## src/common/frame_buffer_params.svh

```systemverilog
`ifndef FRAME_BUFFER_PARAMS_SVH
`define FRAME_BUFFER_PARAMS_SVH

// stream field widths.
`define DATA_WIDTH 8
`define ID_WIDTH 4
`define DEST_WIDTH 4

`define FIFO_ADDR_WIDTH 4 // 16 entries.
`define MAX_FRAME_LEN 8
`define BEAT_CNT_WIDTH $clog2(`MAX_FRAME_LEN + 1)
`define STAT_WIDTH 16

// frame fifo behaviour, fixed for this subsystem.
`define FIFO_DROP_BAD_FRAME 1'b1
`define FIFO_DROP_WHEN_FULL 1'b1

`endif

```

## src/common/frame_buffer_pkg.sv

```systemverilog
`include "frame_buffer_params.svh"

package frame_buffer_pkg;

  // one byte-wide stream beat, 18 bits.
  typedef struct packed {
    logic                   user; // 1 marks a bad frame.
    logic [`DEST_WIDTH-1:0] dest;
    logic [`ID_WIDTH-1:0]   id;
    logic                   last;
    logic [`DATA_WIDTH-1:0] data;
  } beat_t;

  // one-cycle pulses from the frame fifo.
  typedef struct packed {
    logic overflow;
    logic bad_frame;
    logic good_frame;
  } fifo_status_t;

  typedef struct packed {
    logic [`STAT_WIDTH-1:0] good_count;
    logic [`STAT_WIDTH-1:0] bad_count;
    logic [`STAT_WIDTH-1:0] overflow_count;
  } frame_stats_t;

endpackage

```

## src/frame_fifo/frame_fifo.sv

```systemverilog
`timescale 1ns/10ps
`include "frame_buffer_params.svh"

module frame_fifo (
  input  logic                           clk,
  input  logic                           rst,
  input  frame_buffer_pkg::beat_t        s_beat,
  input  logic                           s_valid,
  output logic                           s_ready,
  output frame_buffer_pkg::beat_t        m_beat,
  output logic                           m_valid,
  input  logic                           m_ready,
  output frame_buffer_pkg::fifo_status_t status
);

  localparam int addr_width = `FIFO_ADDR_WIDTH;
  localparam int depth      = 2 ** addr_width;

  // pointers carry an extra wrap bit.
  logic [addr_width:0] wr_ptr;       // committed.
  logic [addr_width:0] wr_ptr_next;
  logic [addr_width:0] wr_ptr_cur;   // current frame.
  logic [addr_width:0] wr_ptr_cur_next;
  logic [addr_width:0] rd_ptr;

  frame_buffer_pkg::beat_t mem [depth];

  frame_buffer_pkg::beat_t      mem_rd_data;
  logic                         mem_rd_valid;
  logic                         mem_rd_valid_next;
  frame_buffer_pkg::beat_t      out_data;
  logic                         out_valid;
  frame_buffer_pkg::fifo_status_t status_next;

  logic full_cur;
  logic full_wr;
  logic empty;
  logic write;
  logic read;
  logic out_load;
  logic drop_frame;
  logic drop_frame_next;

  assign full_cur = (wr_ptr_cur[addr_width] != rd_ptr[addr_width]) &&
                    (wr_ptr_cur[addr_width-1:0] == rd_ptr[addr_width-1:0]);
  // frame alone fills the whole memory.
  assign full_wr  = (wr_ptr[addr_width] != wr_ptr_cur[addr_width]) &&
                    (wr_ptr[addr_width-1:0] == wr_ptr_cur[addr_width-1:0]);
  assign empty    = (wr_ptr == rd_ptr);

  // oversize frames are dropped instead of stalling.
  assign s_ready = !full_cur || full_wr || `FIFO_DROP_WHEN_FULL;

  // ########################################
  // write side
  // ########################################

  always_comb begin
    write           = 1'b0;
    drop_frame_next = drop_frame;
    status_next     = '0;
    wr_ptr_next     = wr_ptr;
    wr_ptr_cur_next = wr_ptr_cur;
    if (s_valid && s_ready) begin
      if (full_cur || full_wr || drop_frame) begin
        drop_frame_next = 1'b1;
        if (s_beat.last) begin
          wr_ptr_cur_next      = wr_ptr; // rewind.
          drop_frame_next      = 1'b0;
          status_next.overflow = 1'b1;
        end
      end else begin
        write           = 1'b1;
        wr_ptr_cur_next = wr_ptr_cur + 1'b1;
        if (s_beat.last) begin
          if (`FIFO_DROP_BAD_FRAME && s_beat.user) begin
            wr_ptr_cur_next       = wr_ptr;
            status_next.bad_frame = 1'b1;
          end else begin
            wr_ptr_next            = wr_ptr_cur + 1'b1; // commit.
            status_next.good_frame = 1'b1;
          end
        end
      end
    end
  end

  always_ff @(posedge clk) begin
    if (rst) begin
      wr_ptr     <= '0;
      wr_ptr_cur <= '0;
      drop_frame <= 1'b0;
      status     <= '0;
    end else begin
      wr_ptr     <= wr_ptr_next;
      wr_ptr_cur <= wr_ptr_cur_next;
      drop_frame <= drop_frame_next;
      status     <= status_next;
    end
  end

  always_ff @(posedge clk) begin
    if (write) begin
      mem[wr_ptr_cur[addr_width-1:0]] <= s_beat;
    end
  end

  // ########################################
  // read side
  // ########################################

  always_comb begin
    read              = 1'b0;
    mem_rd_valid_next = mem_rd_valid;
    if (out_load || !mem_rd_valid) begin
      read              = !empty;
      mem_rd_valid_next = !empty;
    end
  end

  always_ff @(posedge clk) begin
    if (rst) begin
      rd_ptr       <= '0;
      mem_rd_valid <= 1'b0;
    end else begin
      mem_rd_valid <= mem_rd_valid_next;
      if (read) begin
        rd_ptr <= rd_ptr + 1'b1;
      end
    end
  end

  always_ff @(posedge clk) begin
    if (read) begin
      mem_rd_data <= mem[rd_ptr[addr_width-1:0]];
    end
  end

  // output register.
  assign out_load = m_ready || !out_valid;

  always_ff @(posedge clk) begin
    if (rst) begin
      out_valid <= 1'b0;
    end else if (out_load) begin
      out_valid <= mem_rd_valid;
    end
  end

  always_ff @(posedge clk) begin
    if (out_load) begin
      out_data <= mem_rd_data;
    end
  end

  assign m_beat  = out_data;
  assign m_valid = out_valid;

  // ########################################
  // checks
  // ########################################

  one_status_pulse: assert property (
    @(posedge clk) disable iff (rst)
    $onehot0(status)
  );

  hold_while_stalled: assert property (
    @(posedge clk) disable iff (rst)
    (m_valid && !m_ready) |=> (m_valid && $stable(m_beat))
  );

endmodule

```

## src/rtl/beat_counter.sv

```systemverilog
`timescale 1ns/10ps
`include "frame_buffer_params.svh"

module beat_counter (
  input  logic                       clk,
  input  logic                       rst,
  input  logic                       clear,
  input  logic                       incr,
  output logic [`BEAT_CNT_WIDTH-1:0] count,
  output logic                       at_limit
);

  // saturates at the frame limit.
  always_ff @(posedge clk) begin
    if (rst) begin
      count <= '0;
    end else if (clear) begin
      count <= '0;
    end else if (incr && (count != `MAX_FRAME_LEN)) begin
      count <= count + 1'b1;
    end
  end

  // next beat is the last one allowed.
  assign at_limit = (count == `MAX_FRAME_LEN - 1);

  // ########################################
  // checks
  // ########################################

  count_in_range: assert property (
    @(posedge clk) disable iff (rst)
    count <= `MAX_FRAME_LEN
  );

endmodule

```

## src/rtl/frame_buffer_top.sv

```systemverilog
`timescale 1ns/10ps

module frame_buffer_top (
  input  logic                           clk,
  input  logic                           rst,
  input  frame_buffer_pkg::beat_t        s_beat,
  input  logic                           s_valid,
  output logic                           s_ready,
  output frame_buffer_pkg::beat_t        m_beat,
  output logic                           m_valid,
  input  logic                           m_ready,
  output frame_buffer_pkg::frame_stats_t stats
);

  frame_buffer_pkg::beat_t        lim_beat;
  logic                           lim_valid;
  logic                           lim_ready;
  frame_buffer_pkg::fifo_status_t fifo_status;

  frame_len_limiter limiter0 (
    .clk       (clk),
    .rst       (rst),
    .s_beat    (s_beat),
    .s_valid   (s_valid),
    .s_ready   (s_ready),
    .lim_beat  (lim_beat),
    .lim_valid (lim_valid),
    .lim_ready (lim_ready)
  );

  frame_fifo fifo0 (
    .clk     (clk),
    .rst     (rst),
    .s_beat  (lim_beat),
    .s_valid (lim_valid),
    .s_ready (lim_ready),
    .m_beat  (m_beat),
    .m_valid (m_valid),
    .m_ready (m_ready),
    .status  (fifo_status)
  );

  frame_stats stats0 (
    .clk    (clk),
    .rst    (rst),
    .status (fifo_status),
    .stats  (stats)
  );

endmodule

```

## src/rtl/frame_len_limiter.sv

```systemverilog
`timescale 1ns/10ps
`include "frame_buffer_params.svh"

module frame_len_limiter (
  input  logic                    clk,
  input  logic                    rst,
  input  frame_buffer_pkg::beat_t s_beat,
  input  logic                    s_valid,
  output logic                    s_ready,
  output frame_buffer_pkg::beat_t lim_beat,
  output logic                    lim_valid,
  input  logic                    lim_ready
);

  typedef enum logic [1:0] {
    st_idle,
    st_in_frame,
    st_discard
  } state_t;

  state_t state;
  state_t state_next;

  logic [`BEAT_CNT_WIDTH-1:0] beat_cnt;
  logic                       at_limit;
  logic                       cnt_clear;
  logic                       cnt_incr;
  logic                       pass;       // beat moves on to the fifo.
  logic                       truncate;

  beat_counter cnt0 (
    .clk      (clk),
    .rst      (rst),
    .clear    (cnt_clear),
    .incr     (cnt_incr),
    .count    (beat_cnt),
    .at_limit (at_limit)
  );

  // ########################################
  // data path
  // ########################################

  assign pass     = s_valid && lim_ready && (state != st_discard);
  assign truncate = at_limit && !s_beat.last;

  always_comb begin
    lim_beat = s_beat;
    if (truncate) begin
      lim_beat.last = 1'b1; // cut the frame here.
      lim_beat.user = 1'b1;
    end
  end

  assign lim_valid = s_valid && (state != st_discard);
  assign s_ready   = (state == st_discard) ? 1'b1 : lim_ready;

  // ########################################
  // control
  // ########################################

  always_comb begin
    state_next = state;
    cnt_clear  = 1'b0;
    cnt_incr   = 1'b0;
    if (state == st_discard) begin
      if (s_valid && s_beat.last) begin
        state_next = st_idle; // tail swallowed.
      end
    end else if (pass) begin
      if (s_beat.last) begin
        state_next = st_idle;
        cnt_clear  = 1'b1;
      end else if (truncate) begin
        state_next = st_discard;
        cnt_clear  = 1'b1;
      end else begin
        state_next = st_in_frame;
        cnt_incr   = 1'b1;
      end
    end
  end

  always_ff @(posedge clk) begin
    if (rst) begin
      state <= st_idle;
    end else begin
      state <= state_next;
    end
  end

  // ########################################
  // checks
  // ########################################

  no_valid_in_discard: assert property (
    @(posedge clk) disable iff (rst)
    (state == st_discard) |-> !lim_valid
  );

  // counter must be back at zero between frames.
  idle_count_zero: assert property (
    @(posedge clk) disable iff (rst)
    (state == st_idle) |-> (beat_cnt == '0)
  );

endmodule

```

## src/rtl/frame_stats.sv

```systemverilog
`timescale 1ns/10ps
`include "frame_buffer_params.svh"

module frame_stats (
  input  logic                           clk,
  input  logic                           rst,
  input  frame_buffer_pkg::fifo_status_t status,
  output frame_buffer_pkg::frame_stats_t stats
);

  // increment, holding at the top value.
  function automatic logic [`STAT_WIDTH-1:0] sat_inc(
    input logic [`STAT_WIDTH-1:0] value,
    input logic                   en
  );
    if (en && (value != {`STAT_WIDTH{1'b1}})) begin
      return value + 1'b1;
    end
    return value;
  endfunction

  always_ff @(posedge clk) begin
    if (rst) begin
      stats <= '0;
    end else begin
      stats.good_count     <= sat_inc(stats.good_count, status.good_frame);
      stats.bad_count      <= sat_inc(stats.bad_count, status.bad_frame);
      stats.overflow_count <= sat_inc(stats.overflow_count, status.overflow);
    end
  end

endmodule

```

## config.mk

```make
export PLATFORM = sky130hd
export DESIGN_NAME = frame_buffer_top
export DESIGN_NICKNAME = d
export VERILOG_FILES = /design/src/common/frame_buffer_pkg.sv /design/src/frame_fifo/frame_fifo.sv /design/src/rtl/beat_counter.sv /design/src/rtl/frame_buffer_top.sv /design/src/rtl/frame_len_limiter.sv /design/src/rtl/frame_stats.sv
export VERILOG_INCLUDE_DIRS = /design/src /design/src/common
export SDC_FILE = /design/constraint.sdc
export NUM_CORES = 1
export LEC_CHECK = 0
export ABC_AREA = 1
export CELL_PAD_IN_SITES_DETAIL_PLACEMENT = 1
export CELL_PAD_IN_SITES_GLOBAL_PLACEMENT = 1
export CORE_ASPECT_RATIO = 1.25
export CORE_UTILIZATION = 51
export CTS_BUF_LIST = sky130_fd_sc_hd__clkbuf_16
export DETAILED_ROUTE_END_ITERATION = 12
export DONT_BUFFER_PORTS = 1
export PLACE_DENSITY = 0.9
export SETUP_SLACK_MARGIN = 0.3
export SYNTH_ARGS = -nofsm -noshare
export SYNTH_HDL_FRONTEND = slang
export SYNTH_SLANG_ARGS = --single-unit
export TNS_END_PERCENT = 100
```

## constraint.sdc

```tcl
create_clock -name clk -period 3 [get_ports clk]
set_input_delay 0.45 -clock clk [delete_from_list [all_inputs] [get_ports clk]]
set_output_delay 0.45 -clock clk [all_outputs]
set_load 0.01 [all_outputs]
```

## Word level (Yosys, flattened, before mapping)

Memory sizes are Yosys's and may differ from the RTL's. A register that Yosys moved wholly into a read port is not among the register bits.
Index checks and enable logic that the tools add are counted.

- Flip-flop bits (word level): 93
- Memory bits (writable): 288
- Input bits: 22
- Logic and storage cells: 105
- Memories kept: 1

- $add $sub $neg: 6
- Equal/unequal tests: 14
- Mux-type cells: 37
- Bitwise operators: 3
- Reductions and logical operators: 25

Memories:

| memory | words | width | read ports | clocked after memory_dff | wr ports | line | text |
|---|---|---|---|---|---|---|---|
| fifo0.mem | 16 | 18 | 1 | 1 | 1 | frame_fifo.sv:26 | `frame_buffer_pkg::beat_t mem [depth];` |

Operator list:

| operator | number |
|---|---|
| adder 16 x 1 -> 16 bit, second input constant | 3 |
| two-way mux 16 bit | 3 |
| != test 16 bit, second input constant | 3 |
| two-way mux 1 bit | 25 |
| two-way mux 5 bit | 4 |
| adder 5 x 1 -> 5 bit, second input constant | 2 |
| two-way mux 2 bit | 5 |
| logical AND 1 bit | 9 |
| equality test 4 bit | 2 |
| AND reduction 2 bit | 3 |
| equality test 5 bit | 1 |
| adder 4 x 1 -> 4 bit, second input constant | 1 |
| equality test 4 x 3 -> 1 bit, second input constant | 1 |
| zero test 1 bit | 4 |
| logical OR 1 bit | 4 |
| != test 2 bit, second input constant | 2 |
| != test 4 bit, second input constant | 1 |
| OR reduction 4 bit | 1 |
| NOT 1 bit | 3 |
| AND reduction 3 bit | 1 |
| OR reduction 3 bit | 1 |
| equality test 2 bit, second input constant | 1 |
| != test 1 bit | 2 |
| != test 2 x 1 -> 1 bit, second input constant | 1 |
| 2 further kinds | 2 |

## Longest topological paths before layout

Gate-level depths: netlist of run 1.

- Depth in word-level cells: 8
- Gate-level depth with buffers: 12
- Depth with buffers taken out: 12

## By module

A second synthesis of run 1 with hierarchy kept.

- Cells, all modules: 1602
- Area total of the unflattened synthesis: 16932.5 sq um

Modules (own cells, without submodules):

| module | instances | cells an instance | area an instance (sq um) | seq. area each (sq um) |
|---|---|---|---|---|
| frame_fifo | 1 | 1073 | 13595.5 | 10149.7 |
| frame_stats | 1 | 445 | 2783.9 | 960.9 |
| frame_len_limiter | 1 | 47 | 307.8 | 40.0 |
| beat_counter | 1 | 37 | 245.2 | 80.1 |

## Worst setup path before layout of run 1

OpenSTA, ideal clock, no wires.

- Kind: register to register
- Start: register fifo0.wr_ptr_cur[0]
- End: memory fifo0.mem[0][0] in the netlist's numbering (enable)
- Setup time: 0.392 ns
- Arrival time: 1.990 ns
- Data required time: 2.608 ns
- Setup slack: 0.618 ns
- Cell stages (with the launch flop): 11
- Buffers on the path: 0
- Period minus slack after synthesis: 2.382 ns
- Cell sequence: dfxtp_1 -> inv_2 -> nand2_1 -> nand2_1 -> nand2_1 -> nor2_1 -> nand2_1 -> nand4_2 -> inv_2 -> nand2_1 -> nor2_1

- Longest elaborated chain between the ends: 8
- Elaborated cells on any way between the ends: 10
- Classes of those cells: eq/ne (2); mux (4); reduce/logical (4)

Ends and longest elaborated chain:

| what | line | text |
|---|---|---|
| start: declaration | frame_fifo.sv:22 | `logic [addr_width:0] wr_ptr_cur;` |
| start signal: assignment | frame_fifo.sv:96 | `wr_ptr_cur <= wr_ptr_cur_next;` |
| equality test 4 bit (on tied branches) | frame_fifo.sv:45, frame_fifo.sv:48 |  |
| logical AND 1 bit (on tied branches) | frame_fifo.sv:44, frame_fifo.sv:47 |  |
| logical OR 1 bit (2 in a row) | frame_fifo.sv:65 | `if (full_cur \|\| full_wr \|\| drop_frame) begin` |
| two-way mux 1 bit | frame_fifo.sv:65 |  |
| two-way mux 1 bit | frame_fifo.sv:64 | `if (s_valid && s_ready) begin` |
| two-way mux 1 bit | frame_fifo.sv:103 | `if (write) begin` |
| two-way mux 1 bit (not written as such) | frame_fifo.sv:104 | `mem[wr_ptr_cur[addr_width-1:0]] <= s_beat;` |
| end: declaration | frame_fifo.sv:26 |  |

Parallel ways exist; a longest one is shown, timed or not.

## Final worst setup path of run 1

- Start: register fifo0.wr_ptr_cur[1]
- End: memory fifo0.mem[10][1] in the netlist's numbering (enable)

Same word-level chain as after synthesis.

==> tab_implementation.tex, run 1 <==
\begin{tabular}{lr}
\hline
Metric & Value \\
\hline
\multicolumn{2}{l}{\textbf{Outcome}} \\
Outcome & finished, final reports clean \\
\multicolumn{2}{l}{\textbf{Min path}} \\
Number of instances on the worst hold path & 0 \\
Min-delay worst type & primary input to flip-flop \\
\multicolumn{2}{l}{\textbf{Power and ir drop}} \\
Maximum VDD drop & 0.488 mV \\
Reg power frac & 46.0\% \\
Sw Ratio & 31.9\% \\
Leakage power summed over all cells & 0.00634 uW \\
Clock network power share & 32.9\% \\
Part of the total power dissipated in combinational logic & 21.1\% \\
Switching component of the power & 4850 uW \\
Int Pwr & 10400 uW \\
Ratio of total power to cell area & 813 nW/um\^{}2 \\
\multicolumn{2}{l}{\textbf{Timing}} \\
Worst clock skew & 15.2 ps \\
Total negative setup slack & 0 ps \\
Final Max Slew Viols & 0 \\
Setup repair after global routing missed its margin & no \\
Fin. Hold Viols & 0 \\
Worst rel slew slack & 32.2\% \\
Transition at the pin with the smallest max-transition slack & 1020 ps \\
Min Clock Period, post-route & 2560 ps \\
Min Hold Slack & 15.9 ps \\
Fmax & 390 MHz \\
Final worst path period share & 85.5\% \\
Number of endpoints failing setup at the final stage & 0 \\
\multicolumn{2}{l}{\textbf{Synthesis}} \\
Yosys top cell area share & 58.7\% \\
Cell variety after synth & 45 \\
Portion of the post-synthesis area used by sequential elements & 67.8\% \\
Gate count after technology mapping & 1502 \\
Biggest area contributors in the synthesized netlist & sky130\_fd\_sc\_hd\_\_edfxtp\_1 59\%, sky130\_fd\_sc\_hd\_\_dfxtp\_1 9.1\%, sky130\_fd\_sc\_hd\_\_nand2\_1 5.4\% \\
Net count after synthesis & 1534 \\
Number of warnings issued by yosys & 0 \\
Avg Synthesized Cell Area & 11.0 um\^{}2 \\
Seq cells post-synth & 399 \\
Post-synth design cell area & 16600 um\^{}2 \\
Largest area contributor in the netlist & sky130\_fd\_sc\_hd\_\_edfxtp\_1 \\
\multicolumn{2}{l}{\textbf{Global routing}} \\
Pin count of the biggest net entering global routing & 147 \\
Total routing usage reported by global routing & 30.1\% \\
Global-route wire length before repair & 74400 um \\
Via count of the first global-routing pass & 12900 \\
Total overflow reported by the global router & 0 \\
Initial antenna violation count & 0 \\
\multicolumn{2}{l}{\textbf{Die}} \\
Die outline width & 163 um \\
Cell row count & 73 \\
Die ar. & 33200 um\^{}2 \\
Top-level I/O count & 90 \\
Starting density of the core & 52.0\% \\
Core Region & 31900 um\^{}2 \\
Vertical die dimension & 204 um \\
\multicolumn{2}{l}{\textbf{Critical path}} \\
Worst path depth & 11 \\
Top fanout value on the critical path & 18 \\
Critical Path, Cell by Cell & inv\_1, nand2\_1, nand2\_1, nand2\_1, nor2\_1, nand2\_1, nand4\_2, inv\_2, nand2\_1, nor2\_2, buf\_6 \\
Startpoint class of the critical path & flip-flop \\
Required time reported for the critical path endpoint & 3220 ps \\
Slowest-stage cell, CP & sky130\_fd\_sc\_hd\_\_dfxtp\_1 \\
Worst-case reg-to-reg path depth & 11 \\
CP Class & flip-flop to flip-flop \\
Worst path bufs/invs & 3 \\
Crit path largest cell delay & 490 ps \\
Critical path arrival & 2790 ps \\
Crit path capture type & flip-flop \\
Cell type group with the largest total delay on the critical path & simple AND/OR/NAND/NOR gates \\
Worst path most repeated cell & sky130\_fd\_sc\_hd\_\_nand2\_1 \\
\multicolumn{2}{l}{\textbf{Clock network}} \\
Maximum root-to-sink buffer count & 3 \\
CTS tree & built \\
Post-CTS Repair Setup Buffers & 0 \\
CTS Sinks & 399 \\
Clock input transition at the sequential cells of the worst setup and hold paths & 60 ps \\
H-tree level count & 2 \\
Root buffer cell & sky130\_fd\_sc\_hd\_\_clkbuf\_16 \\
Number of buffers inserted during clock tree synthesis & 40 \\
Clock latency on the worst-skew pair & 540 ps \\
\multicolumn{2}{l}{\textbf{Placement}} \\
GPL Wtd Cong & 0.841 \\
Half-perimeter wire length of the detailed placement result & 30200 um \\
Post-place instance area & 17100 um\^{}2 \\
Placed insts & 1875 \\
Count of buffers inserted at the top-level ports & 0 \\
\multicolumn{2}{l}{\textbf{Drt}} \\
Avg WL per Cell & 24.6 um \\
Via count normalized by instance count & 6.05 \\
Count of routing violations after the opening detailed-route iteration & 1021 \\
Drt pass-1 iters & 5 \\
Detail Route Antenna Nets & 0 \\
Residual DRC & 0 \\
Total via count after detailed routing & 12000 \\
Total detailed-routing wirelength & 48600 um \\
\multicolumn{2}{l}{\textbf{Final layout}} \\
Non-filler cells in the finished layout & 1978 \\
Synthesis-to-finish area growth & 12.8\% \\
Ratio of cells with drive above 1 in the final layout & 9.59\% \\
Layout Nets & 1567 \\
Layout Utilization & 58.6\% \\
Post-Layout Inst Area & 18700 um\^{}2 \\
\multicolumn{2}{l}{\textbf{Job}} \\
Max-cap violation count & 0 \\
\hline
\end{tabular}
## cell families (layout without fill, tap and decap cells)
kind of cell,Yosys count,count (layout),share of synthesized area [%]
other,1,3,0.0226
AOI/OAI and AO/OA,307,307,10.6
DFF,399,399,67.8
buffers and inverters,154,216,3.87
and+or+nand+nor,600,600,15.4
xor gates and xnor gates,31,31,1.64
adders and majority gates,10,10,0.755
## per-stage QoR
step / total power, uW / setup slack (ps)
finish: 15200 / 436
global route: 15700 / 290
CTS: 15200 / 396
detailed placement: 10100 / 460
global placement: 9770 / 712
floorplan: 8930 / 618
## per-layer routing
| layer | share of wire, % | GRT usage [%] | wire, um | up-vias |
|---|---|---|---|---|
| met2 | 53 | 54.1 | 25600 | 481 |
| met3 | 6.5 | 5.67 | 3180 | 154 |
| met4 | 5.2 | 15.3 | 2540 | 0 |
| li1 | - | - | - | 5366 |
| met1 | 36 | 33.6 | 17300 | 5968 |
| met5 | 0 | 0 | 0 | - |
## registers in the layout, summed over array words and instances, names as in the netlist
name / cells
fifo0.wr_ptr_cur: 5
fifo0.mem: 288
stats0.stats: 48
fifo0.m_valid: 1
limiter0.cnt0.count: 4
fifo0.rd_ptr: 5
fifo0.m_beat: 18
limiter0.state: 2
fifo0.mem_rd_valid: 1
fifo0.wr_ptr: 5
fifo0.drop_frame: 1
fifo0.status: 3
fifo0.mem_rd_data: 18
## layout by cell type (no fill, tap or decap), drive strengths merged, types with 2 or more instances in the layout
cell | synthesis | routed
edfxtp | 324 | 324
nand2 | 245 | 245
nor2 | 231 | 231
o21ai | 170 | 170
nand3 | 83 | 83
inv | 78 | 82
dfxtp | 75 | 75
a21oi | 53 | 53
o22ai | 43 | 43
clkbuf | 43 | 41
buf | 30 | 35
o221ai | 29 | 29
dlygate4sd3 | 0 | 29
nor3 | 22 | 22
clkinv | 3 | 22
xor2 | 18 | 18
xnor2 | 13 | 13
ha | 10 | 10
nand4 | 10 | 10
o211ai | 7 | 7
bufinv | 0 | 5
nand3b | 3 | 3
diode | 0 | 2
nor3b | 2 | 2
o21bai | 2 | 2
or2 | 2 | 2
clkinvlp | 0 | 2
## power groups by stage
stage | combinational, uW | clock, uW | sequential (uW)
6_report | 3210 | 5000 | 6990
5_1_grt | 3450 | 5210 | 7050
4_1_cts | 3130 | 5060 | 7000
3_5_place_dp | 2970 | 0 | 7110
3_3_place_gp | 2720 | 0 | 7050
2_1_floorplan | 2020 | 0 | 6910
## area by class of cell
class	instances	area (um^2)
Antenna cell	2	5.00
Clock buffer	41	1030
Clock inverter	30	274
Fill cell	3292	13200
Inverter	81	310
Multi-Input combinational cell	949	4740
Sequential cell	399	11200
Tap cell	412	515
Timing Repair Buffer	64	589
## Yosys cell counts (all sizes together)
master	count
nand3b	3
nand3	83
dfxtp	75
a22oi	1
ha	10
a31oi	1
o21bai	2
conb	1
or2	2
edfxtp	324
clkbuf	43
a211oi	1
nand4	10
o21ai	170
nor2	231
o211ai	7
o221ai	29
nor4	1
a21oi	53
buf	30
clkinv	3
nand2	245
nor3	22
nor3b	2
xor2	18
and3	1
xnor2	13
inv	78
o22ai	43
## repair_timing
action	in CTS	in global routing
hold endpoints to repair	243	0
hold buffers	30	0
setup endpoints to repair	0	54
gates resized for setup	0	3
## worst paths after layout
check                                     to                        startpoint  slack (ps)
setup / recovery  fifo0.mem[10][1]$_DFFE_PP_  fifo0.wr_ptr_cur[1]$_SDFFE_PP0P_         440
hold / removal    fifo0.mem[11][3]$_DFFE_PP_                         s_beat[3]          20
setup reg to reg  fifo0.mem[10][1]$_DFFE_PP_  fifo0.wr_ptr_cur[1]$_SDFFE_PP0P_         440
hold reg to reg   fifo0.m_beat[12]$_DFFE_PP_   fifo0.mem_rd_data[12]$_DFFE_PP_         420
## worst register-to-register path, cell delays in order (launching register included)
cell and delay, ps:
sky130_fd_sc_hd__dfxtp_1 490, sky130_fd_sc_hd__inv_1 190, sky130_fd_sc_hd__nand2_1 120, sky130_fd_sc_hd__nand2_1 80
sky130_fd_sc_hd__nand2_1 70, sky130_fd_sc_hd__nor2_1 50, sky130_fd_sc_hd__nand2_1 130, sky130_fd_sc_hd__nand4_2 270
sky130_fd_sc_hd__inv_2 170, sky130_fd_sc_hd__nand2_1 210, sky130_fd_sc_hd__nor2_2 210, sky130_fd_sc_hd__buf_6 250
(Power assumes the default switching activity.)
==> run 2: changes to the inputs <==
--- a/config.mk
+++ b/config.mk
@@ -14,6 +14,7 @@
 export CTS_BUF_LIST = sky130_fd_sc_hd__clkbuf_16
 export DETAILED_ROUTE_END_ITERATION = 12
 export DONT_BUFFER_PORTS = 1
+export HOLD_SLACK_MARGIN = 0.06
 export PLACE_DENSITY = 0.9
 export SETUP_SLACK_MARGIN = 0.3
 export SYNTH_ARGS = -nofsm -noshare
==> run 2 against run 1 <==
Net effect:
- register-to-register slack about the same
- final cell count is 0.71% lower
- count of clock-buffer cells in the layout did not move
- sequential share of layout area grew 0.42 points
- via count grew 0.44%
- non-clock buffer count fell by 13
- flip-flop and latch count is the same
- wire length down 1.4%
- die area stayed put
- global-route usage down 0.62 points
- first-iteration DRC count down 2.6%
- critical endpoint unchanged
- largest power group unchanged
==> tab_implementation.tex, run 2 (synthesized netlist as in run 1, its figures left out) <==
\begin{tabular}{lr}
\hline
Metric & Value \\
\hline
\multicolumn{2}{l}{\textbf{Timing}} \\
Final worst path period share & 85.8\% (was 85.5\%) \\
Final Max Slew Viols & 0 (unchanged) \\
Total negative setup slack & 0 ps (unchanged) \\
Setup repair after global routing missed its margin & no (unchanged) \\
Worst rel slew slack & 32.4\% (was 32.2\%) \\
Min Clock Period, post-route & 2570 ps (was 2560 ps) \\
Fmax & 388 MHz (was 390 MHz) \\
Number of endpoints failing setup at the final stage & 0 (unchanged) \\
Transition at the pin with the smallest max-transition slack & 1010 ps (was 1020 ps) \\
Worst clock skew & 15.5 ps (was 15.2 ps) \\
Fin. Hold Viols & 0 (unchanged) \\
\multicolumn{2}{l}{\textbf{Clock network}} \\
Clock latency on the worst-skew pair & 540 ps (about the same) \\
Maximum root-to-sink buffer count & 3 (unchanged) \\
CTS tree & built (unchanged) \\
Root buffer cell & sky130\_fd\_sc\_hd\_\_clkbuf\_16 (unchanged) \\
CTS Sinks & 399 (unchanged) \\
Clock input transition at the sequential cells of the worst setup and hold paths & 60 ps (about the same) \\
Number of buffers inserted during clock tree synthesis & 40 (unchanged) \\
H-tree level count & 2 (unchanged) \\
Post-CTS Repair Setup Buffers & 0 (unchanged) \\
\multicolumn{2}{l}{\textbf{Die}} \\
Die ar. & 33200 um\^{}2 (unchanged) \\
Vertical die dimension & 204 um (unchanged) \\
Starting density of the core & 52.0\% (unchanged) \\
Die outline width & 163 um (unchanged) \\
Top-level I/O count & 90 (unchanged) \\
Core Region & 31900 um\^{}2 (unchanged) \\
Cell row count & 73 (unchanged) \\
\multicolumn{2}{l}{\textbf{Power and ir drop}} \\
Leakage power summed over all cells & 0.00629 uW (was 0.00634 uW) \\
Maximum VDD drop & 0.487 mV (was 0.488 mV) \\
Ratio of total power to cell area & 817 nW/um\^{}2 (was 813 nW/um\^{}2) \\
\multicolumn{2}{l}{\textbf{Drt}} \\
Via count normalized by instance count & 6.12 (was 6.05) \\
Drt pass-1 iters & 5 (unchanged) \\
Count of routing violations after the opening detailed-route iteration & 994 (was 1021) \\
Total via count after detailed routing & 12000 (about the same) \\
Avg WL per Cell & 24.4 um (was 24.6 um) \\
Detail Route Antenna Nets & 0 (unchanged) \\
Residual DRC & 0 (unchanged) \\
Total detailed-routing wirelength & 48000 um (was 48600 um) \\
\multicolumn{2}{l}{\textbf{Global routing}} \\
Total routing usage reported by global routing & 29.5\% (was 30.1\%) \\
Initial antenna violation count & 2 (was 0) \\
Total overflow reported by the global router & 0 (unchanged) \\
Pin count of the biggest net entering global routing & 147 (unchanged) \\
Global-route wire length before repair & 73200 um (was 74400 um) \\
Via count of the first global-routing pass & 12700 (was 12900) \\
\multicolumn{2}{l}{\textbf{Critical path}} \\
CP Class & flip-flop to flip-flop (unchanged) \\
Required time reported for the critical path endpoint & 3220 ps (about the same) \\
Reg2Reg Setup Slack & 430 ps (was 440 ps) \\
Critical Path Source & fifo0.wr\_ptr\_cur[1]\$\_SDFFE\_PP0P\_ (unchanged) \\
Startpoint class of the critical path & flip-flop (unchanged) \\
Critical path arrival & 2800 ps (was 2790 ps) \\
Worst r2r src & fifo0.wr\_ptr\_cur[1]\$\_SDFFE\_PP0P\_ (unchanged) \\
Top fanout value on the critical path & 18 (unchanged) \\
Worst-case reg-to-reg path depth & 11 (unchanged) \\
Crit path capture type & flip-flop (unchanged) \\
Reg-to-reg critical path endpoint & fifo0.mem[10][1]\$\_DFFE\_PP\_ (unchanged) \\
\multicolumn{2}{l}{\textbf{Placement}} \\
Count of buffers inserted at the top-level ports & 0 (unchanged) \\
Post-place instance area & 17100 um\^{}2 (unchanged) \\
GPL Wtd Cong & 0.841 (unchanged) \\
Half-perimeter wire length of the detailed placement result & 30200 um (unchanged) \\
\multicolumn{2}{l}{\textbf{Final layout}} \\
Most frequent cells in the layout & 324 x sky130\_fd\_sc\_hd\_\_edfxtp\_1, 238 x sky130\_fd\_sc\_hd\_\_nand2\_1, 211 x sky130\_fd\_sc\_hd\_\_nor2\_1, 169 x sky130\_fd\_sc\_hd\_\_o21ai\_0, 79 x sky130\_fd\_sc\_hd\_\_nand3\_1 (unchanged) \\
Layout Nets & 1554 (was 1567) \\
Synthesis-to-finish area growth & 12.0\% (was 12.8\%) \\
Most common cell after layout, fill and taps aside & sky130\_fd\_sc\_hd\_\_edfxtp\_1 (unchanged) \\
Ratio of cells with drive above 1 in the final layout & 9.67\% (was 9.59\%) \\
Post-Layout Inst Area & 18600 um\^{}2 (was 18700 um\^{}2) \\
Max reg flops & 288 (unchanged) \\
\multicolumn{2}{l}{\textbf{Min path}} \\
Startpoint of the most critical hold path & rst (was s\_beat[3]) \\
Hold Path End & stats0.stats[35]\$\_SDFFE\_PP0P\_ (was fifo0.mem[11][3]\$\_DFFE\_PP\_) \\
Min-delay worst type & primary input to flip-flop (unchanged) \\
Number of instances on the worst hold path & 2 (was 0) \\
\multicolumn{2}{l}{\textbf{Outcome}} \\
Outcome & finished, final reports clean (unchanged) \\
\multicolumn{2}{l}{\textbf{Job}} \\
Max-cap violation count & 0 (unchanged) \\
\hline
\end{tabular}
## run 2: metal layers
metal / share of wire, % / track usage (%) / up-vias
met5: 0.027 / 0 / -
met4: 4.3 / 13.1 / 2
met3: 6.5 / 5.29 / 134
met2: 54 / 54.1 / 522
met1: 35 / 32.9 / 6021
li1: - / - / 5343
## run 2: per-stage QoR
stage	setup slack [ps]	utilization, %	power, uW	hold slack, ps	std cells
final	425	58.2	15200	100	1964
after global routing	291	58.2	15700	113	1964
after CTS	396	58.2	15200	83.9	1963
after detailed placement	460	53.5	10100	407	1875
after global placement	712	53.5	9770	401	1875
after floorplan	618	-	8930	400	1502
## run 2: how the worst max path moves through the flow
stage                     slack [ps]  depth (start not counted)                          end
after floorplan                  620                         10    fifo0.mem[0][0]$_DFFE_PP_
after global placement           710                         11  fifo0.mem[13][16]$_DFFE_PP_
after detailed placement         460                         11   fifo0.mem[10][2]$_DFFE_PP_
after CTS                        400                         11   fifo0.mem[10][2]$_DFFE_PP_
after global routing             290                         11  fifo0.mem[10][14]$_DFFE_PP_
final                            430                         11   fifo0.mem[10][1]$_DFFE_PP_
## run 2: area by class of cell
type | instances | area, um^2
Sequential cell | 399 | 11200
Clock inverter | 30 | 274
Multi-Input combinational cell | 949 | 4740
Antenna cell | 1 | 2.50
Fill cell | 3300 | 13300
Inverter | 81 | 310
Tap cell | 412 | 515
Clock buffer | 41 | 1030
Timing Repair Buffer | 51 | 463
## run 2: critical path: stages, from the launching register on
cell and delay [ps]:
sky130_fd_sc_hd__dfxtp_1 490, sky130_fd_sc_hd__inv_1 190, sky130_fd_sc_hd__nand2_1 120, sky130_fd_sc_hd__nand2_1 80, sky130_fd_sc_hd__nand2_1 70, sky130_fd_sc_hd__nor2_1 50
sky130_fd_sc_hd__nand2_1 130, sky130_fd_sc_hd__nand4_2 270, sky130_fd_sc_hd__inv_2 170, sky130_fd_sc_hd__nand2_1 210, sky130_fd_sc_hd__nor2_2 210, sky130_fd_sc_hd__buf_6 260
## run 2: where the power goes
group | internal, uW | switching [uW] | total (uW)
Clock | 2910 | 2100 | 5010
Sequential | 6620 | 375 | 6990
Combinational | 810 | 2360 | 3170
## run 2: repair_timing
item,CTS,global route
endpoints found under the setup margin,0,57
hold buffers,17,0
resized for setup,0,4
hold endpoints to repair,290,0
==> run 3: changes to the inputs <==
--- a/config.mk
+++ b/config.mk
@@ -10,14 +10,16 @@
 export CELL_PAD_IN_SITES_DETAIL_PLACEMENT = 1
 export CELL_PAD_IN_SITES_GLOBAL_PLACEMENT = 1
 export CORE_ASPECT_RATIO = 1.25
+export CORE_MARGIN = 1
 export CORE_UTILIZATION = 51
 export CTS_BUF_LIST = sky130_fd_sc_hd__clkbuf_16
 export DETAILED_ROUTE_END_ITERATION = 12
 export DONT_BUFFER_PORTS = 1
 export HOLD_SLACK_MARGIN = 0.06
-export PLACE_DENSITY = 0.9
+export PLACE_DENSITY = 0.91
 export SETUP_SLACK_MARGIN = 0.3
 export SYNTH_ARGS = -nofsm -noshare
 export SYNTH_HDL_FRONTEND = slang
+export SYNTH_HIERARCHICAL = 1
 export SYNTH_SLANG_ARGS = --single-unit
 export TNS_END_PERCENT = 100
==> run 3 against run 2 <==
Net effect:
- fmax is 2.2% lower
- flip-flop and latch count did not move
- utilization decreased by 0.064 points
- combinational power rose by 2%
- clock power is 5.2% higher
- power up 1.8%
- die area rose by 2.2%
- register-to-register slack got worse by 60 ps
- wire length rose by 8.8%
==> tab_implementation.tex, run 3 <==
\begin{tabular}{lr}
\hline
Metric & Value \\
\hline
\multicolumn{2}{l}{\textbf{Global routing}} \\
Pin count of the biggest net entering global routing & 148 (was 147) \\
Initial antenna violation count & 3 (was 2) \\
Total routing usage reported by global routing & 31.4\% (was 29.5\%) \\
Total overflow reported by the global router & 0 (unchanged) \\
Via count of the first global-routing pass & 13700 (was 12700) \\
Global-route wire length before repair & 79200 um (was 73200 um) \\
\multicolumn{2}{l}{\textbf{Critical path}} \\
Crit path capture type & flip-flop (unchanged) \\
Required time reported for the critical path endpoint & 3240 ps (was 3220 ps) \\
Startpoint class of the critical path & flip-flop (unchanged) \\
CP Class & flip-flop to flip-flop (unchanged) \\
Critical path arrival & 2870 ps (was 2800 ps) \\
Top fanout value on the critical path & 17 (was 18) \\
\multicolumn{2}{l}{\textbf{Timing}} \\
Transition at the pin with the smallest max-transition slack & 886 ps (was 1010 ps) \\
Total negative setup slack & 0 ps (unchanged) \\
Final Max Slew Viols & 0 (unchanged) \\
Worst rel slew slack & 40.7\% (was 32.4\%) \\
Worst clock skew & 21.0 ps (was 15.5 ps) \\
Setup repair after global routing missed its margin & yes (was no) \\
Min Clock Period, post-route & 2630 ps (was 2570 ps) \\
Fmax & 380 MHz (was 388 MHz) \\
Fin. Hold Viols & 0 (unchanged) \\
Number of endpoints failing setup at the final stage & 0 (unchanged) \\
Min Hold Slack & 127 ps (was 100 ps) \\
Final worst path period share & 87.7\% (was 85.8\%) \\
\multicolumn{2}{l}{\textbf{Synthesis}} \\
Gate count after technology mapping & 1602 (was 1502) \\
Seq cells post-synth & 399 (unchanged) \\
Yosys top cell area share & 57.5\% (was 58.7\%) \\
EDFF count, synth & 324 (unchanged) \\
Avg Synthesized Cell Area & 10.6 um\^{}2 (was 11.0 um\^{}2) \\
Biggest area contributors in the synthesized netlist & sky130\_fd\_sc\_hd\_\_edfxtp\_1 57\%, sky130\_fd\_sc\_hd\_\_dfxtp\_1 8.9\%, sky130\_fd\_sc\_hd\_\_nor2\_1 6.5\% (was sky130\_fd\_sc\_hd\_\_edfxtp\_1 59\%, sky130\_fd\_sc\_hd\_\_dfxtp\_1 9.1\%, sky130\_fd\_sc\_hd\_\_nand2\_1 5.4\%) \\
Largest area contributor in the netlist & sky130\_fd\_sc\_hd\_\_edfxtp\_1 (unchanged) \\
Cell variety after synth & 42 (was 45) \\
Synth cell count leaders & 324 x sky130\_fd\_sc\_hd\_\_edfxtp\_1, 293 x sky130\_fd\_sc\_hd\_\_nor2\_1, 272 x sky130\_fd\_sc\_hd\_\_nand2\_1 (was 324 x sky130\_fd\_sc\_hd\_\_edfxtp\_1, 238 x sky130\_fd\_sc\_hd\_\_nand2\_1, 227 x sky130\_fd\_sc\_hd\_\_nor2\_1) \\
Most common flop cell mapped by yosys & sky130\_fd\_sc\_hd\_\_edfxtp\_1 (unchanged) \\
Number of warnings issued by yosys & 6 (was 0) \\
Dominant cell by count in the synthesized netlist & sky130\_fd\_sc\_hd\_\_edfxtp\_1 (unchanged) \\
Share of synthesized registers carrying an async set or reset & 0\% (unchanged) \\
Net count after synthesis & 1634 (was 1534) \\
Portion of the post-synthesis area used by sequential elements & 66.3\% (was 67.8\%) \\
Post-synth design cell area & 16900 um\^{}2 (was 16600 um\^{}2) \\
\multicolumn{2}{l}{\textbf{Clock network}} \\
H-tree level count & 2 (unchanged) \\
CTS Sinks & 399 (unchanged) \\
Clock latency on the worst-skew pair & 570 ps (was 540 ps) \\
Clock input transition at the sequential cells of the worst setup and hold paths & 60 ps (about the same) \\
Post-CTS Repair Setup Buffers & 0 (unchanged) \\
CTS tree & built (unchanged) \\
Number of buffers inserted during clock tree synthesis & 41 (was 40) \\
Root buffer cell & sky130\_fd\_sc\_hd\_\_clkbuf\_16 (unchanged) \\
Maximum root-to-sink buffer count & 3 (unchanged) \\
\multicolumn{2}{l}{\textbf{Outcome}} \\
Outcome & finished, final reports clean (unchanged) \\
\multicolumn{2}{l}{\textbf{Final layout}} \\
Synthesis-to-finish area growth & 12.3\% (was 12.0\%) \\
Post-Layout Inst Area & 19000 um\^{}2 (was 18600 um\^{}2) \\
Total of fill cells in the finished design & 3427 (was 3300) \\
Most common cell after layout, fill and taps aside & sky130\_fd\_sc\_hd\_\_edfxtp\_1 (unchanged) \\
Most frequent cells in the layout & 324 x sky130\_fd\_sc\_hd\_\_edfxtp\_1, 277 x sky130\_fd\_sc\_hd\_\_nor2\_1, 271 x sky130\_fd\_sc\_hd\_\_nand2\_1, 166 x sky130\_fd\_sc\_hd\_\_o21ai\_0, 89 x sky130\_fd\_sc\_hd\_\_nand3\_1 (was 324 x sky130\_fd\_sc\_hd\_\_edfxtp\_1, 238 x sky130\_fd\_sc\_hd\_\_nand2\_1, 211 x sky130\_fd\_sc\_hd\_\_nor2\_1, 169 x sky130\_fd\_sc\_hd\_\_o21ai\_0, 79 x sky130\_fd\_sc\_hd\_\_nand3\_1) \\
Layout Nets & 1644 (was 1554) \\
Max reg flops & 288 (unchanged) \\
Layout Utilization & 58.2\% (about the same) \\
Ratio of cells with drive above 1 in the final layout & 10.5\% (was 9.67\%) \\
\multicolumn{2}{l}{\textbf{Drt}} \\
Total via count after detailed routing & 12900 (was 12000) \\
Total detailed-routing wirelength & 52200 um (was 48000 um) \\
Via count normalized by instance count & 6.28 (was 6.12) \\
Detail Route Antenna Nets & 0 (unchanged) \\
Avg WL per Cell & 25.3 um (was 24.4 um) \\
Drt pass-1 iters & 5 (unchanged) \\
Residual DRC & 0 (unchanged) \\
Count of routing violations after the opening detailed-route iteration & 1304 (was 994) \\
\multicolumn{2}{l}{\textbf{Die}} \\
Core Region & 32700 um\^{}2 (was 31900 um\^{}2) \\
Die ar. & 33900 um\^{}2 (was 33200 um\^{}2) \\
Cell row count & 74 (was 73) \\
Top-level I/O count & 90 (unchanged) \\
Starting density of the core & 51.8\% (was 52.0\%) \\
Die outline width & 165 um (was 163 um) \\
Vertical die dimension & 206 um (was 204 um) \\
\multicolumn{2}{l}{\textbf{Job}} \\
Max-cap violation count & 0 (unchanged) \\
\multicolumn{2}{l}{\textbf{Power and ir drop}} \\
Maximum VDD drop & 0.602 mV (was 0.487 mV) \\
Overall Power & 15400 uW (was 15200 uW) \\
Leakage power summed over all cells & 0.00656 uW (was 0.00629 uW) \\
Ratio of total power to cell area & 812 nW/um\^{}2 (was 817 nW/um\^{}2) \\
\multicolumn{2}{l}{\textbf{Placement}} \\
Post-place instance area & 17400 um\^{}2 (was 17100 um\^{}2) \\
Half-perimeter wire length of the detailed placement result & 30800 um (was 30200 um) \\
GPL Wtd Cong & 0.881 (was 0.841) \\
Count of buffers inserted at the top-level ports & 0 (unchanged) \\
\multicolumn{2}{l}{\textbf{Min path}} \\
Min-delay worst type & primary input to flip-flop (unchanged) \\
\hline
\end{tabular}
==> run 3: cell count changes after synthesis, moves of 11 or more <==
cell                      change
sky130_fd_sc_hd__nor2_1      +66
sky130_fd_sc_hd__nand2_1     +34
sky130_fd_sc_hd__buf_4       +19
sky130_fd_sc_hd__xor2_1      -13
sky130_fd_sc_hd__nor3_1      -11
==> run 3: cell families (layout without fill, tap and decap cells) <==
family | Yosys count | count (layout) | synth area share, %
XOR/XNOR | 9 | 9 | 0.465
adder cells (fa/ha/maj) | 10 | 10 | 0.739
flip-flops | 399 | 399 | 66.3
AND/OR/NAND/NOR | 722 | 722 | 18.2
other | 1 | 2 | 0.0221
AO/OA/AOI/OAI | 294 | 294 | 9.89
buffers and inverters | 167 | 209 | 4.37
==> run 3: where the power goes <==
part / internal [uW] / switching (uW)
logic: 836 / 2400
registers: 6590 / 346
clock network: 3080 / 2190
==> run 3: worst max-delay path, cell delays in order (launching register included) <==
cell and delay [ps]:
sky130_fd_sc_hd__dfxtp_1 470, sky130_fd_sc_hd__inv_4 230, sky130_fd_sc_hd__nand2_1 90, sky130_fd_sc_hd__nand3_1 110, sky130_fd_sc_hd__inv_1 60, sky130_fd_sc_hd__nand2_2 90
sky130_fd_sc_hd__nand3_4 150, sky130_fd_sc_hd__nor2_4 240, sky130_fd_sc_hd__nand2_1 240, sky130_fd_sc_hd__nor2_2 320, sky130_fd_sc_hd__buf_8 290
==> run 3: per-stage QoR <==
stage                     worst slack (ps)  instances
after floorplan                        595       1602
after global placement                 639       1970
after detailed placement               451       1970
after CTS                              318       2062
after global routing                   266       2063
final                                  368       2063
==> run 3: layout make-up <==
class	instances	area [um^2]	share of cell area, %
inverters	81	309	1.63
multi-input cells	1036	5010	26.3
clock inverters	33	327	1.72
repair buffers	53	552	2.90
well taps	418	523	2.75
clock buffers	42	1050	5.53
flip-flops and latches	399	11200	59.1
diodes	1	2.50	0.0132
==> run 3: path summary, 6_finish.rpt <==
kind | from | to | slack (ps) | depth (start not counted)
setup / recovery | fifo0/rd_ptr[2]$_SDFFE_PP0P_ | fifo0/mem[10][0]$_DFFE_PP_ | 370 | 10
hold / removal | rst | limiter0/cnt0/count[1]$_SDFFE_PP0P_ | 130 | 3
setup reg to reg | fifo0/rd_ptr[2]$_SDFFE_PP0P_ | fifo0/mem[10][0]$_DFFE_PP_ | 370 | 10
hold reg to reg | fifo0/mem_rd_data[16]$_DFFE_PP_ | fifo0/m_beat[16]$_DFFE_PP_ | 420 | 0
==> run 3: timing repair <==
action,CTS,global route
endpoints found under the hold margin,272,0
hold buffers,17,0
resized for setup,0,10
setup endpoints to repair,0,143
==> run 3: routing by layer <==
metal	vias up	share of wire (%)	track usage (%)
met5	-	0.025	0
met2	682	51	54.5
met1	6445	36	35.7
met3	221	7.9	6.45
met4	2	5.6	17.9
li1	5599	-	-
